`config.mk`:
```
export PLATFORM = sky130hd
export DESIGN_NAME = video
export DESIGN_NICKNAME = d
export VERILOG_FILES = /design/src/logic/video_pkg.sv /design/src/logic/lcd_timing.sv /design/src/logic/video_regs.sv /design/src/logic/bg_fetch.sv /design/src/logic/video.sv
export VERILOG_INCLUDE_DIRS = /design/src /design/src/logic
export SDC_FILE = /design/constraint.sdc
export NUM_CORES = 1
export LEC_CHECK = 0
export BUFFER_PORTS_ARGS = -buffer_cell sky130_fd_sc_hd__buf_4
export CAP_MARGIN = 20
export CORE_MARGIN = 2
export CORE_UTILIZATION = 35
export CTS_CLUSTER_DIAMETER = 60
export DETAILED_ROUTE_END_ITERATION = 12
export PLACE_DENSITY = 0.56
export SETUP_SLACK_MARGIN = 0.4
export SKIP_CTS_REPAIR_TIMING = 1
export SYNTH_ARGS = -nofsm -noshare
export SYNTH_HDL_FRONTEND = slang
export SYNTH_HIERARCHICAL = 1
export SYNTH_SLANG_ARGS = --single-unit
```
`constraint.sdc`:
```
create_clock -name clk_reg -period 8.16 [get_ports clk_reg]
set_input_delay 0.408 -clock clk_reg [delete_from_list [all_inputs] [get_ports clk_reg]]
set_output_delay 0.408 -clock clk_reg [all_outputs]
set_load 0.01 [all_outputs]
```
`src/logic/video_consts.svh`:
```
`ifndef VIDEO_CONSTS_SVH
`define VIDEO_CONSTS_SVH

// line and frame timing in clk_reg cycles and lines
`define H_TOTAL     456
`define V_TOTAL     154
`define V_VISIBLE   144

// mode 2 covers the first 80 cycles of a visible line
`define OAM_LEN     80

// mode 3 has a fixed length and hblank starts here
`define MODE3_END   256

// visible pixels per line
`define LCD_WIDTH   160

// register addresses as the low byte of the ff40 block
`define REG_LCDC    8'h40
`define REG_STAT    8'h41
`define REG_SCY     8'h42
`define REG_SCX     8'h43
`define REG_LY      8'h44
`define REG_LYC     8'h45
`define REG_BGP     8'h47

// reset palette maps colour 0 to the lightest shade and the rest to the darkest
`define BGP_RESET   8'hfc

`endif

```
`src/logic/video_pkg.sv`:
```
`default_nettype none

package video_pkg;

	// cycle within a line, 0 to 455
	typedef logic [8:0] h_count_t;
	// line number, 0 to 153
	typedef logic [7:0] line_t;
	typedef logic [12:0] vram_addr_t;
	// colour index before the palette, shade after it
	typedef logic [1:0] shade_t;

	typedef enum logic [1:0] {
		MODE_HBLANK = 2'd0,
		MODE_VBLANK = 2'd1,
		MODE_OAM    = 2'd2,
		MODE_DRAW   = 2'd3
	} lcd_mode_t;

	// cpu side of the register file, wr is a single cycle strobe
	typedef struct packed {
		logic [7:0] addr;
		logic       wr;
		logic [7:0] di;
	} cpu_bus_t;

	typedef struct packed {
		h_count_t h;
		line_t    ly;
	} lcd_pos_t;

	// register fields the background fetcher works from
	typedef struct packed {
		logic       bg_map_sel;
		logic       tile_data_sel;
		logic       bg_ena;
		logic [7:0] scx;
		logic [7:0] scy;
		logic [7:0] bgp;
	} bg_ctrl_t;

	typedef struct packed {
		logic   valid;
		shade_t shade;
	} pixel_t;

endpackage

`default_nettype wire

```
`src/logic/lcd_timing.sv`:
```
`default_nettype none

`include "video_consts.svh"

module lcd_timing (
	input  logic                 clk_reg,
	input  logic                 reset,
	input  logic                 lcd_on,
	output video_pkg::lcd_pos_t  pos,
	output video_pkg::lcd_mode_t mode
);
	import video_pkg::*;

	lcd_pos_t  pos_next;
	lcd_mode_t mode_next;

	// next position, parked at the origin while the lcd is off
	always_comb begin
		pos_next = '0;
		if (lcd_on) begin
			if (pos.h == h_count_t'(`H_TOTAL - 1)) begin
				// end of line, ly wraps after the last vblank line
				pos_next.h = '0;
				if (pos.ly == line_t'(`V_TOTAL - 1))
					pos_next.ly = '0;
				else
					pos_next.ly = pos.ly + 8'd1;
			end else begin
				pos_next.h  = pos.h + 9'd1;
				pos_next.ly = pos.ly;
			end
		end
	end

	// mode is decoded from the next position so it lines up with pos
	always_comb begin
		if (!lcd_on)
			mode_next = MODE_HBLANK;
		else if (pos_next.ly >= line_t'(`V_VISIBLE))
			mode_next = MODE_VBLANK;
		else if (pos_next.h < h_count_t'(`OAM_LEN))
			mode_next = MODE_OAM;
		else if (pos_next.h < h_count_t'(`MODE3_END))
			mode_next = MODE_DRAW;
		else
			mode_next = MODE_HBLANK;
	end

	always_ff @(posedge clk_reg) begin
		if (reset) begin
			pos  <= '0;
			mode <= MODE_HBLANK;
		end else begin
			pos  <= pos_next;
			mode <= mode_next;
		end
	end

	// both counters stay inside one frame
	a_pos_range: assert property (@(posedge clk_reg) disable iff (reset)
		pos.h < h_count_t'(`H_TOTAL) && pos.ly < line_t'(`V_TOTAL));

endmodule

`default_nettype wire

```
`src/logic/video_regs.sv`:
```
`default_nettype none

`include "video_consts.svh"

module video_regs (
	input  logic                 clk_reg,
	input  logic                 reset,
	input  video_pkg::cpu_bus_t  cpu,
	output logic [7:0]           cpu_do,
	input  video_pkg::lcd_pos_t  pos,
	input  video_pkg::lcd_mode_t mode,
	output logic                 lcd_on,
	output video_pkg::bg_ctrl_t  bg_ctrl,
	output logic                 irq,
	output logic                 vblank_irq
);
	import video_pkg::*;

	logic [7:0] lcdc;
	// stat interrupt enables, bits 6 to 3 of STAT
	logic [3:0] stat_en;
	logic [7:0] scy;
	logic [7:0] scx;
	logic [7:0] lyc;
	logic [7:0] bgp;
	logic       lyc_changed;
	logic       lyc_match;
	logic       visible;
	logic       line_start;
	logic       vblank_start;
	logic       hblank_start;

	// --------------------------------------------------------------------------
	// register writes
	// --------------------------------------------------------------------------

	always_ff @(posedge clk_reg) begin
		if (reset) begin
			// lcdc clears to zero so the display comes up off
			lcdc        <= 8'h00;
			stat_en     <= 4'h0;
			scy         <= 8'h00;
			scx         <= 8'h00;
			lyc         <= 8'h00;
			bgp         <= `BGP_RESET;
			lyc_changed <= 1'b0;
		end else begin
			lyc_changed <= 1'b0;
			if (cpu.wr) begin
				case (cpu.addr)
					`REG_LCDC: lcdc <= cpu.di;
					`REG_STAT: stat_en <= cpu.di[6:3];
					`REG_SCY:  scy <= cpu.di;
					`REG_SCX:  scx <= cpu.di;
					`REG_LYC: begin
						lyc         <= cpu.di;
						lyc_changed <= 1'b1;
					end
					`REG_BGP:  bgp <= cpu.di;
					// LY and unmapped addresses are read only
					default: ;
				endcase
			end
		end
	end

	// --------------------------------------------------------------------------
	// read mux
	// --------------------------------------------------------------------------

	always_comb begin
		case (cpu.addr)
			`REG_LCDC: cpu_do = lcdc;
			`REG_STAT: cpu_do = {1'b1, stat_en, lyc_match, mode};
			`REG_SCY:  cpu_do = scy;
			`REG_SCX:  cpu_do = scx;
			`REG_LY:   cpu_do = pos.ly;
			`REG_LYC:  cpu_do = lyc;
			`REG_BGP:  cpu_do = bgp;
			default:   cpu_do = 8'hff;
		endcase
	end

	// lcdc bits 6, 5, 2 and 1 only read back
	assign lcd_on  = lcdc[7];
	assign bg_ctrl = '{
		bg_map_sel:    lcdc[3],
		tile_data_sel: lcdc[4],
		bg_ena:        lcdc[0],
		scx:           scx,
		scy:           scy,
		bgp:           bgp
	};

	// --------------------------------------------------------------------------
	// interrupts
	// --------------------------------------------------------------------------

	assign lyc_match    = (pos.ly == lyc);
	assign visible      = (pos.ly < line_t'(`V_VISIBLE));
	assign line_start   = (pos.h == '0);
	assign vblank_start = line_start && (pos.ly == line_t'(`V_VISIBLE));
	assign hblank_start = visible && (pos.h == h_count_t'(`MODE3_END));

	// strobes land one cycle after the triggering position
	// pos sits at 0,0 while off so everything is gated by lcd_on
	always_ff @(posedge clk_reg) begin
		if (reset) begin
			irq        <= 1'b0;
			vblank_irq <= 1'b0;
		end else begin
			irq <= lcd_on && (
				(stat_en[3] && lyc_match && (line_start || lyc_changed)) ||
				(stat_en[2] && line_start && visible) ||
				(stat_en[1] && vblank_start) ||
				(stat_en[0] && hblank_start));
			vblank_irq <= lcd_on && vblank_start;
		end
	end

	// the vblank strobe only shows up on the first vblank line of the timing block
	a_vblank_line: assert property (@(posedge clk_reg) disable iff (reset)
		vblank_irq |-> pos.ly == line_t'(`V_VISIBLE));

endmodule

`default_nettype wire

```
`src/logic/bg_fetch.sv`:
```
`default_nettype none

`include "video_consts.svh"

module bg_fetch (
	input  logic                  clk_reg,
	input  logic                  reset,
	input  video_pkg::lcd_pos_t   pos,
	input  video_pkg::lcd_mode_t  mode,
	input  video_pkg::bg_ctrl_t   bg_ctrl,
	output logic                  vram_rd,
	output video_pkg::vram_addr_t vram_addr,
	input  logic [7:0]            vram_data,
	output video_pkg::pixel_t     pixel
);
	import video_pkg::*;

	// register values frozen for the line
	bg_ctrl_t   ctrl_r;
	// cycle count from the start of mode 3
	h_count_t   h_rel;
	logic [2:0] phase;
	logic [4:0] tile_col;
	line_t      bg_line;
	logic       fetch_win;
	logic       shift_win;
	logic       tile_a12;
	logic [7:0] tile_num;
	logic [7:0] data_lo;
	logic [7:0] data_hi;
	logic [7:0] shift_lo;
	logic [7:0] shift_hi;
	logic [2:0] skip_cnt;
	logic [7:0] out_cnt;
	shade_t     color;
	logic       pix_valid;
	shade_t     pix_shade;

	// --------------------------------------------------------------------------
	// fetch sequencer and vram addressing
	// --------------------------------------------------------------------------

	assign h_rel    = pos.h - h_count_t'(`OAM_LEN);
	assign phase    = h_rel[2:0];
	// tile column wraps at 32 across the map
	assign tile_col = ctrl_r.scx[7:3] + h_rel[7:3];
	assign bg_line  = pos.ly + ctrl_r.scy;

	// 21 tiles, one more than the screen width for the fine scroll
	assign fetch_win = (mode == MODE_DRAW) && (h_rel < h_count_t'(`LCD_WIDTH + 8));
	// pixels leave the shifter from the second tile group on
	assign shift_win = (mode == MODE_DRAW) && (pos.h >= h_count_t'(`OAM_LEN + 8));

	// signed tile numbers use the 8800 block
	assign tile_a12 = !ctrl_r.tile_data_sel ? ~tile_num[7] : 1'b0;

	// map at phase 0, data low at 2, data high at 4
	assign vram_rd = fetch_win && (phase == 3'd0 || phase == 3'd2 || phase == 3'd4);

	// phase bit 2 picks the high byte of the tile row
	assign vram_addr = (phase == 3'd0) ?
		{2'b11, ctrl_r.bg_map_sel, bg_line[7:3], tile_col} :
		{tile_a12, tile_num, bg_line[2:0], phase[2]};

	// --------------------------------------------------------------------------
	// capture, shift registers and palette
	// --------------------------------------------------------------------------

	assign color = {shift_hi[7], shift_lo[7]};

	always_ff @(posedge clk_reg) begin
		// latch one cycle before mode 3
		if (pos.h == h_count_t'(`OAM_LEN - 1))
			ctrl_r <= bg_ctrl;

		// vram answers one cycle after each read
		if (fetch_win) begin
			case (phase)
				3'd1: tile_num <= vram_data;
				3'd3: data_lo <= vram_data;
				3'd5: data_hi <= vram_data;
				default: ;
			endcase
		end

		if (fetch_win && phase == 3'd7) begin
			shift_lo <= data_lo;
			shift_hi <= data_hi;
		end else begin
			shift_lo <= {shift_lo[6:0], 1'b0};
			shift_hi <= {shift_hi[6:0], 1'b0};
		end

		// shade is bgp[2c+1:2c], white when the background is off
		if (ctrl_r.bg_ena)
			pix_shade <= ctrl_r.bgp[{color, 1'b0} +: 2];
		else
			pix_shade <= 2'b00;
	end

	// fine scroll discard, then exactly one line of strobes
	always_ff @(posedge clk_reg) begin
		if (reset) begin
			skip_cnt  <= '0;
			out_cnt   <= '0;
			pix_valid <= 1'b0;
		end else begin
			pix_valid <= 1'b0;
			if (pos.h == h_count_t'(`OAM_LEN - 1)) begin
				skip_cnt <= bg_ctrl.scx[2:0];
				out_cnt  <= '0;
			end else if (shift_win) begin
				if (skip_cnt != 3'd0)
					skip_cnt <= skip_cnt - 3'd1;
				else if (out_cnt != 8'(`LCD_WIDTH)) begin
					out_cnt   <= out_cnt + 8'd1;
					pix_valid <= 1'b1;
				end
			end
		end
	end

	assign pixel = '{valid: pix_valid, shade: pix_shade};

	// no fetches outside the visible lines of the frame
	a_no_vblank_rd: assert property (@(posedge clk_reg) disable iff (reset)
		vram_rd |-> pos.ly < line_t'(`V_VISIBLE));

	// a visible line has sent its full width by the first hblank cycle
	a_line_width: assert property (@(posedge clk_reg) disable iff (reset)
		(mode == MODE_HBLANK && pos.h == h_count_t'(`MODE3_END) &&
			pos.ly < line_t'(`V_VISIBLE)) |-> out_cnt == 8'(`LCD_WIDTH));

endmodule

`default_nettype wire

```
`src/logic/video.sv`:
```
`default_nettype none

module video (
	input  logic                  clk_reg,
	input  logic                  reset,
	input  video_pkg::cpu_bus_t   cpu,
	output logic [7:0]            cpu_do,
	output logic                  vram_rd,
	output video_pkg::vram_addr_t vram_addr,
	input  logic [7:0]            vram_data,
	output video_pkg::pixel_t     pixel,
	output logic                  irq,
	output logic                  vblank_irq,
	output logic                  lcd_on
);
	import video_pkg::*;

	// line position and mode from the timing block
	lcd_pos_t  pos;
	lcd_mode_t mode;
	// background settings from the register file
	bg_ctrl_t  bg_ctrl;

	lcd_timing timing_i (
		.clk_reg (clk_reg),
		.reset   (reset),
		.lcd_on  (lcd_on),
		.pos     (pos),
		.mode    (mode)
	);

	video_regs regs_i (
		.clk_reg    (clk_reg),
		.reset      (reset),
		.cpu        (cpu),
		.cpu_do     (cpu_do),
		.pos        (pos),
		.mode       (mode),
		.lcd_on     (lcd_on),
		.bg_ctrl    (bg_ctrl),
		.irq        (irq),
		.vblank_irq (vblank_irq)
	);

	bg_fetch fetch_i (
		.clk_reg   (clk_reg),
		.reset     (reset),
		.pos       (pos),
		.mode      (mode),
		.bg_ctrl   (bg_ctrl),
		.vram_rd   (vram_rd),
		.vram_addr (vram_addr),
		.vram_data (vram_data),
		.pixel     (pixel)
	);

endmodule

`default_nettype wire

```
==> results of run 1 <==
-- synth_stat cells, types with 6 or more instances --
| library cell | count |
|---|---|
| clkbuf_1 | 10 |
| nor2b_1 | 14 |
| mux2_4 | 8 |
| inv_1 | 23 |
| o21ai_0 | 19 |
| mux4_2 | 6 |
| nand4_1 | 6 |
| nor2_1 | 85 |
| xor2_1 | 10 |
| nand2_1 | 31 |
| nor4_1 | 8 |
| nand3_1 | 20 |
| nand2b_1 | 8 |
| a21o_1 | 7 |
| ha_1 | 19 |
| mux2i_1 | 51 |
| and2_1 | 8 |
| edfxtp_1 | 48 |
| xnor2_1 | 31 |
| a21oi_1 | 23 |
| nor3_1 | 16 |
| mux2_2 | 11 |
| dfxtp_1 | 96 |
| buf_4 | 6 |
| buf_2 | 7 |
-- cells by family after synthesis --
kind of cell | after synthesis | share of synthesized area (%)
xor+xnor | 41 | 5.12
compound gates | 88 | 8.45
fa+ha+maj | 21 | 3.96
buf+inv | 52 | 4.12
mux | 76 | 12.7
flops | 144 | 47.9
simple gates | 232 | 17.7
-- worst min-delay path by stage --
| stage | start | to | cells past startpoint |
|---|---|---|---|
| 2_1_floorplan | regs_i/bgp[7] | fetch_i/ctrl_r[7] | 0 |
| 3_3_place_gp | fetch_i/shift_hi[4] | fetch_i/shift_hi[5] | 1 |
| 3_5_place_dp | fetch_i/shift_lo[0] | fetch_i/shift_lo[1] | 1 |
| 4_1_cts | vram_data[6] | fetch_i/data_lo[6] | 1 |
| 5_1_grt | vram_data[7] | fetch_i/data_hi[7] | 1 |
| 6_report | vram_data[1] | fetch_i/data_lo[1] | 1 |
-- layer usage --
metal / track usage [%] / up-vias
li1: - / 2455
met4: 6.42 / 0
met3: 3.89 / 24
met2: 25.3 / 122
met1: 22.6 / 2477
met5: 0 / -
-- power groups by stage --
stage                     logic (mW)  registers, mW  clock network [mW]
after floorplan               0.0233          0.754                   0
after global placement        0.0432          0.754                   0
after detailed placement      0.0437          0.754                   0
after CTS                     0.0440          0.738               0.880
after global routing          0.0475          0.738               0.905
final                         0.0440          0.738               0.859
-- through the flow --
| step | cell area (sq um) | worst slack [ns] |
|---|---|---|
| 3_5_place_dp | 7550 | 4.91 |
| 5_1_grt | 8230 | 4.76 |
| 6_report | 8230 | 5.02 |
| 2_1_floorplan | 7020 | 5.40 |
| 4_1_cts | 8210 | 4.86 |
| 3_3_place_gp | 7550 | 5.06 |
-- layout make-up --
type / instances / area [sq um]
Multi-Input combinational cell: 458 / 3360
Timing Repair Buffer: 57 / 420
Inverter: 23 / 86.3
Sequential cell: 144 / 3360
Clock buffer: 19 / 464
Clock inverter: 13 / 198
Fill cell: 1893 / 11400
Tap cell: 265 / 332
-- worst max-delay path: stages (launching register included) --
cell	delay, ns
dfxtp_1	0.57
inv_1	0.14
ha_1	0.26
xnor2_1	0.16
ha_1	0.34
nor2_1	0.05
a21oi_1	0.14
xor2_1	0.22
xnor2_1	0.15
o21ai_0	0.10
buf_4	0.18
==> summary.md, run 1 <==
| Metric | Value |
|---|---|
| Status | `complete, no violations` |
| Synth async-reset ratio | `0%` |
| Fin util | `a little over two fifths` |
| Worst rel slew slack | `roughly 34%` |
| Die Y | `around 150 microns` |
| #FFs+latches synth | `144` |
| WL met2 | `~7.7 mm` |
| Pwr dens | `around 200 mW/mm^2` |
| Post-synth top area cell | `dfxtp_1` |
| Vias in the first global route | `4966` |
| Sequential fraction of the synthesis area | `a little under half` |
| Ports | `between 50 and 60` |
| Total Power | `1.64 mW` |
| Routed len/inst | `around 17 microns` |
| Largest Register | `fetch_i/ctrl_r` |
| Net switching power | `0.341 mW` |
| Max IR drop VDD | `approximately 0.00012 V` |
| Final period utilization | `between 30% and 40%` |
| GRT Total Usage | `about 17%` |
| Post-Synthesis Cells | `around 650` |
| Most frequent cells in the layout | `dfxtp_1, nor2_1, buf_4` |
| Hold Fails Final Rpt | `0` |
| Clock Path Buffers | `2` |
| ANT nets after route | `0` |
| Top Metal Used | `met4` |
| Yosys top cell area share | `between 20% and 30%` |
| ANT cells | `0` |
| # rows | `roughly 50` |
| CP Data Arrival Time | `about 2.7 ns` |
| Part of the power in registers | `45.0%` |
| Vias per inst | `approximately 5.2` |
| Setup TNS | `0 ns` |
| FMAX | `between 300 and 400 MHz` |
| Synth Area per Inst | `10.7 sq um` |
| Required @ worst endpoint | `a little under 8 ns` |
| Num CTS Buffers | `17` |
| DR pass1 iterations | `5` |
| Fin Clk Skew | `0.00798 ns` |
| Worst-skew pair later-pin latency | `0.42 ns` |
| Largest net degree at the start of global routing | `53` |
| Die area | `~0.021 sq mm` |
| Yosys warnings | `6` |
| Worst-path clk slew | `about 0.060 ns` |
| Post-Syn Nets | `between 700 and 800` |
| Root Driver | `clkbuf_16` |
| Setup Crit Path Kind | `reg2out` |
| Fin nets | `about 750` |
| Min Hold Slack | `around 0.19 ns` |
| CTS H-Tree Depth | `4` |
| TritonCTS Sinks | `between 100 and 150` |
| Minimum clock period | `3.14 ns` |
| Switching part of the total | `between 20% and 30%` |
| Synthesized area | `0.00702 sq mm` |
| Reg2Reg Launch Point | `timing_i/pos[12]` |
| Input/output buffers | `54` |
| R2r worst-path depth | `7` |
| Post-synth EDFFs | `48` |
| Dpl hpwl | `~12 mm` |
| Clock network fraction of total power | `between 50% and 60%` |
| Most common library cell in the layout ignoring fill and taps | `dfxtp_1` |
| CP max FO | `13` |
| Grt total ovfl | `0` |
| Routed wire length | `between 15 and 20 mm` |
| Global-route wire length before repair | `approximately 27 mm` |
| Max reg flops | `24` |
| Top FF cell, synth | `dfxtp_1` |
| Reg2Reg Setup Slack | `5.25 ns` |
| Main area contributors after synthesis | `dfxtp_1, edfxtp_1, mux2i_1, nor2_1, xnor2_1` |
| Largest regs | `fetch_i/ctrl_r (24), timing_i/pos (17)` |
| Worst-Margin Slew | `a little under 1 ns` |
| Worst min-delay path class | `in2reg` |
| Placed cell count | `944` |
| Die width | `about 150 microns` |
| DR vias | `approximately 5000` |
| CP Launch Type | `register` |
| Crit path to | `vram_addr[4]` |
| Combinational group share of total power | `2.7%` |
| Final setup vio count | `0` |
| DR DRC count | `0` |
| LEAKAGE | `between 3 and 4 nW` |
| Max Cap Viol | `0` |
| Initial Util | `a little over a third` |
| First DRT Iteration DRCs | `347` |
| Layout cell share with drive strength beyond 1 | `18.3%` |
| DR WL met3 | `approximately 800 microns` |
| Routability-driven placement congestion ratio | `~0.85` |
| Core area | `0.0196 sq mm` |
| Wl on met1 | `roughly 8.3 mm` |
| Slew Viols, Final | `0` |
| Count of cell types in the netlist | `between 70 and 80` |
| CTS tree | `done` |
| Final cell count without fillers | `approximately 1000` |
| Critical path capture point type | `output pin` |
| Internal Power | `between 1 and 1.5 mW` |
| Syn-to-layout area delta | `17.3%` |
| Initial antenna violation count | `0` |
| RSZ-0062 raised after global routing | `no` |
| R2R Path End | `fetch_i/shift_lo[6]` |
| Worst Setup SP | `timing_i/pos[12]` |
Power figures use the tool's default switching activity.
==> run 2, diff against run 1 <==
==> constraint.sdc (replaced) <==
create_clock -name clk_reg -period 2.9 [get_ports clk_reg]
set_input_delay 0.145 -clock clk_reg [delete_from_list [all_inputs] [get_ports clk_reg]]
set_output_delay 0.145 -clock clk_reg [all_outputs]
set_load 0.01 [all_outputs]
==> summary.md, run 2 (synthesis gave the netlist of run 1 again) <==
| Metric | Value |
|---|---|
| Vias per inst | `5.14 (was 5.19)` |
| Hold Fails Final Rpt | `0 (unchanged)` |
| TritonCTS Sinks | `144 (unchanged)` |
| Slew Viols, Final | `0 (unchanged)` |
| ANT nets after route | `0 (unchanged)` |
| Crit path cell chain | `ha_1 > a211oi_1 > o21ai_0 > a21oi_1 > xnor2_1 > mux2_2 > buf_4 (was inv_1 > ha_1 > xnor2_1 > ha_1 > nor2_1 > a21oi_1 > xor2_1 > xnor2_1 > o21ai_0 > buf_4)` |
| Worst Setup SP | `fetch_i/ctrl_r[9] (was timing_i/pos[12])` |
| Die Y | `146 microns (unchanged)` |
| Reg2Reg Setup Slack | `0.58 ns (was 5.25 ns)` |
| Largest regs | `fetch_i/ctrl_r (24), timing_i/pos (17) (unchanged)` |
| Die area | `0.0212 sq mm (unchanged)` |
| Worst min-delay path class | `in2reg (unchanged)` |
| Fin nets | `775 (was 749)` |
| Ports | `55 (unchanged)` |
| Global-route wire length before repair | `27.9 mm (was 27.3 mm)` |
| Worst-Margin Slew | `0.829 ns (was 0.990 ns)` |
| RSZ-0062 raised after global routing | `yes (was no)` |
| CTS H-Tree Depth | `4 (unchanged)` |
| Max reg flops | `24 (unchanged)` |
| Worst-skew pair later-pin latency | `0.43 ns (was 0.42 ns)` |
| Crit path to | `vram_addr[7] (was vram_addr[4])` |
| FMAX | `roughly 410 MHz` |
| Worst path depth | `7 (was 10)` |
| Routed len/inst | `17.7 microns (was 17.5 microns)` |
| Worst rel slew slack | `44.2% (was 33.9%)` |
| Largest net degree at the start of global routing | `53 (unchanged)` |
| Pwr dens | `517 mW/mm^2 (was 199 mW/mm^2)` |
| Largest Register | `fetch_i/ctrl_r (unchanged)` |
| R2R Path End | `fetch_i/data_hi[2] (was fetch_i/shift_lo[6])` |
| CP max-delay cell | `edfxtp_1 (was dfxtp_1)` |
| Reg2Reg Launch Point | `timing_i/pos[12] (unchanged)` |
| Max IR drop VDD | `0.000359 V (was 0.000122 V)` |
| Critical path's largest stage delay | `0.43 ns (was 0.57 ns)` |
| CP Launch Type | `register (unchanged)` |
| R2r worst-path depth | `7 (unchanged)` |
| CP Data Arrival Time | `2.29 ns (was 2.73 ns)` |
| Root Driver | `clkbuf_16 (unchanged)` |
| Initial antenna violation count | `0 (unchanged)` |
| Setup TNS | `0 ns (unchanged)` |
| Most frequent cells in the layout | `dfxtp_1, nor2_1, buf_4 (unchanged)` |
| DR DRC count | `0 (unchanged)` |
| Fin Clk Skew | `0.0112 ns (was 0.00798 ns)` |
| Final setup margin | `0.468 ns (was 5.02 ns)` |
| Dpl ws | `0.396 ns (was 4.91 ns)` |
| Max Cap Viol | `0 (unchanged)` |
| CP max FO | `2 (was 13)` |
| Status | `complete, no violations (unchanged)` |
| GRT Total Usage | `16.9% (was 16.5%)` |
| First DRT Iteration DRCs | `312 (was 347)` |
| Critical path capture point type | `output pin (unchanged)` |
| DR vias | `5168 (was 5078)` |
| Grt total ovfl | `0 (unchanged)` |
| Layout cell share with drive strength beyond 1 | `21.4% (was 18.3%)` |
| Final setup vio count | `0 (unchanged)` |
| Worst-path clk slew | `0.06 ns (about the same)` |
| Setup Crit Path Kind | `reg2out (unchanged)` |
| LEAKAGE | `3.34 nW (was 3.24 nW)` |
| CTS tree | `done (unchanged)` |
| Input/output buffers | `54 (unchanged)` |
| Initial Util | `35.8% (unchanged)` |
| Most common library cell in the layout ignoring fill and taps | `dfxtp_1 (unchanged)` |
| Minimum clock period | `roughly 2.4 ns` |
| # rows | `51 (unchanged)` |
| Core area | `0.0196 sq mm (unchanged)` |
| Syn-to-layout area delta | `20.4% (was 17.3%)` |
| Dpl hpwl | `12.5 mm (was 12.3 mm)` |
| Die width | `146 microns (unchanged)` |
| Final period utilization | `a little over four fifths` |
| Routability-driven placement congestion ratio | `0.863 (was 0.853)` |
| Vias in the first global route | `5128 (was 4966)` |
| Routed wire length | `17.8 mm (was 17.1 mm)` |
| Buf/Inv on CP | `1 (was 2)` |
| Num CTS Buffers | `17 (unchanged)` |
| Clock Path Buffers | `2 (unchanged)` |
| Cell family with most CP delay | `compound AO/OA/AOI/OAI gates (was adder cells)` |
| Required @ worst endpoint | `2.76 ns (was 7.75 ns)` |
| DR pass1 iterations | `5 (unchanged)` |
| ANT cells | `0 (unchanged)` |
-- run 2: how the worst min path moves through the flow --
stage	from	to	slack (ns)	cells after the start
after global routing	cpu[3]	regs_i/bgp[3]	0.006	2
after detailed placement	vram_data[3]	fetch_i/data_lo[3]	0.35	1
after CTS	vram_data[7]	fetch_i/tile_num[7]	-0.1	1
after global placement	vram_data[4]	fetch_i/data_lo[4]	0.36	1
final	cpu[3]	regs_i/bgp[3]	0.007	2
after floorplan	reset	fetch_i/skip_cnt[1]	0.22	1
-- run 2: worst register-to-register path, stage by stage (launching register included) --
cell and delay, ns:
dfxtp_1 0.34, buf_4 0.19, or2b_1 0.25, a21o_1 0.19, a2111oi_2 0.43, nand2_1 0.16
nor3b_1 0.25, buf_4 0.22
-- run 2: metal layers --
| metal | part of all wire [%] | up-vias | GRT usage (%) | wire length, microns |
|---|---|---|---|---|
| li1 | - | 2501 | - | - |
| met3 | 4.6 | 25 | 3.57 | 824 |
| met1 | 47 | 2502 | 22.5 | 8350 |
| met5 | 0 | - | 0 | 0 |
| met2 | 46 | 140 | 27.2 | 8270 |
| met4 | 1.9 | 0 | 6.23 | 340 |
-- run 2: power breakdown --
group	leakage, nW	internal, mW	switching [mW]	total (mW)
logic	1.88	0.0586	0.0789	0.138
registers	1.17	2.07	0.000895	2.07
clock network	0.291	1.16	1.00	2.16
total	3.34	3.29	1.08	4.37
-- run 2: per-stage QoR --
stage | area, sq um | std cells | hold WS, ns | util (%) | total power [mW]
floorplan | 7020 | 654 | 0.217 | - | 2.19
global placement | 7650 | 957 | 0.355 | 39.0 | 2.24
detailed placement | 7650 | 957 | 0.354 | 39.0 | 2.24
CTS | 8230 | 989 | -0.0955 | 42.0 | 4.41
global route | 8450 | 1005 | 0.00569 | 43.1 | 4.51
finish | 8450 | 1005 | 0.00681 | 43.1 | 4.37
-- run 2: layout make-up --
| cell class | instances | area, sq um |
|---|---|---|
| Timing Repair Buffer | 83 | 656 |
| Fill cell | 1880 | 11100 |
| Multi-Input combinational cell | 458 | 3410 |
| Sequential cell | 144 | 3380 |
| Clock buffer | 17 | 425 |
| Tap cell | 265 | 332 |
| Inverter | 23 | 86.3 |
| Clock inverter | 15 | 158 |
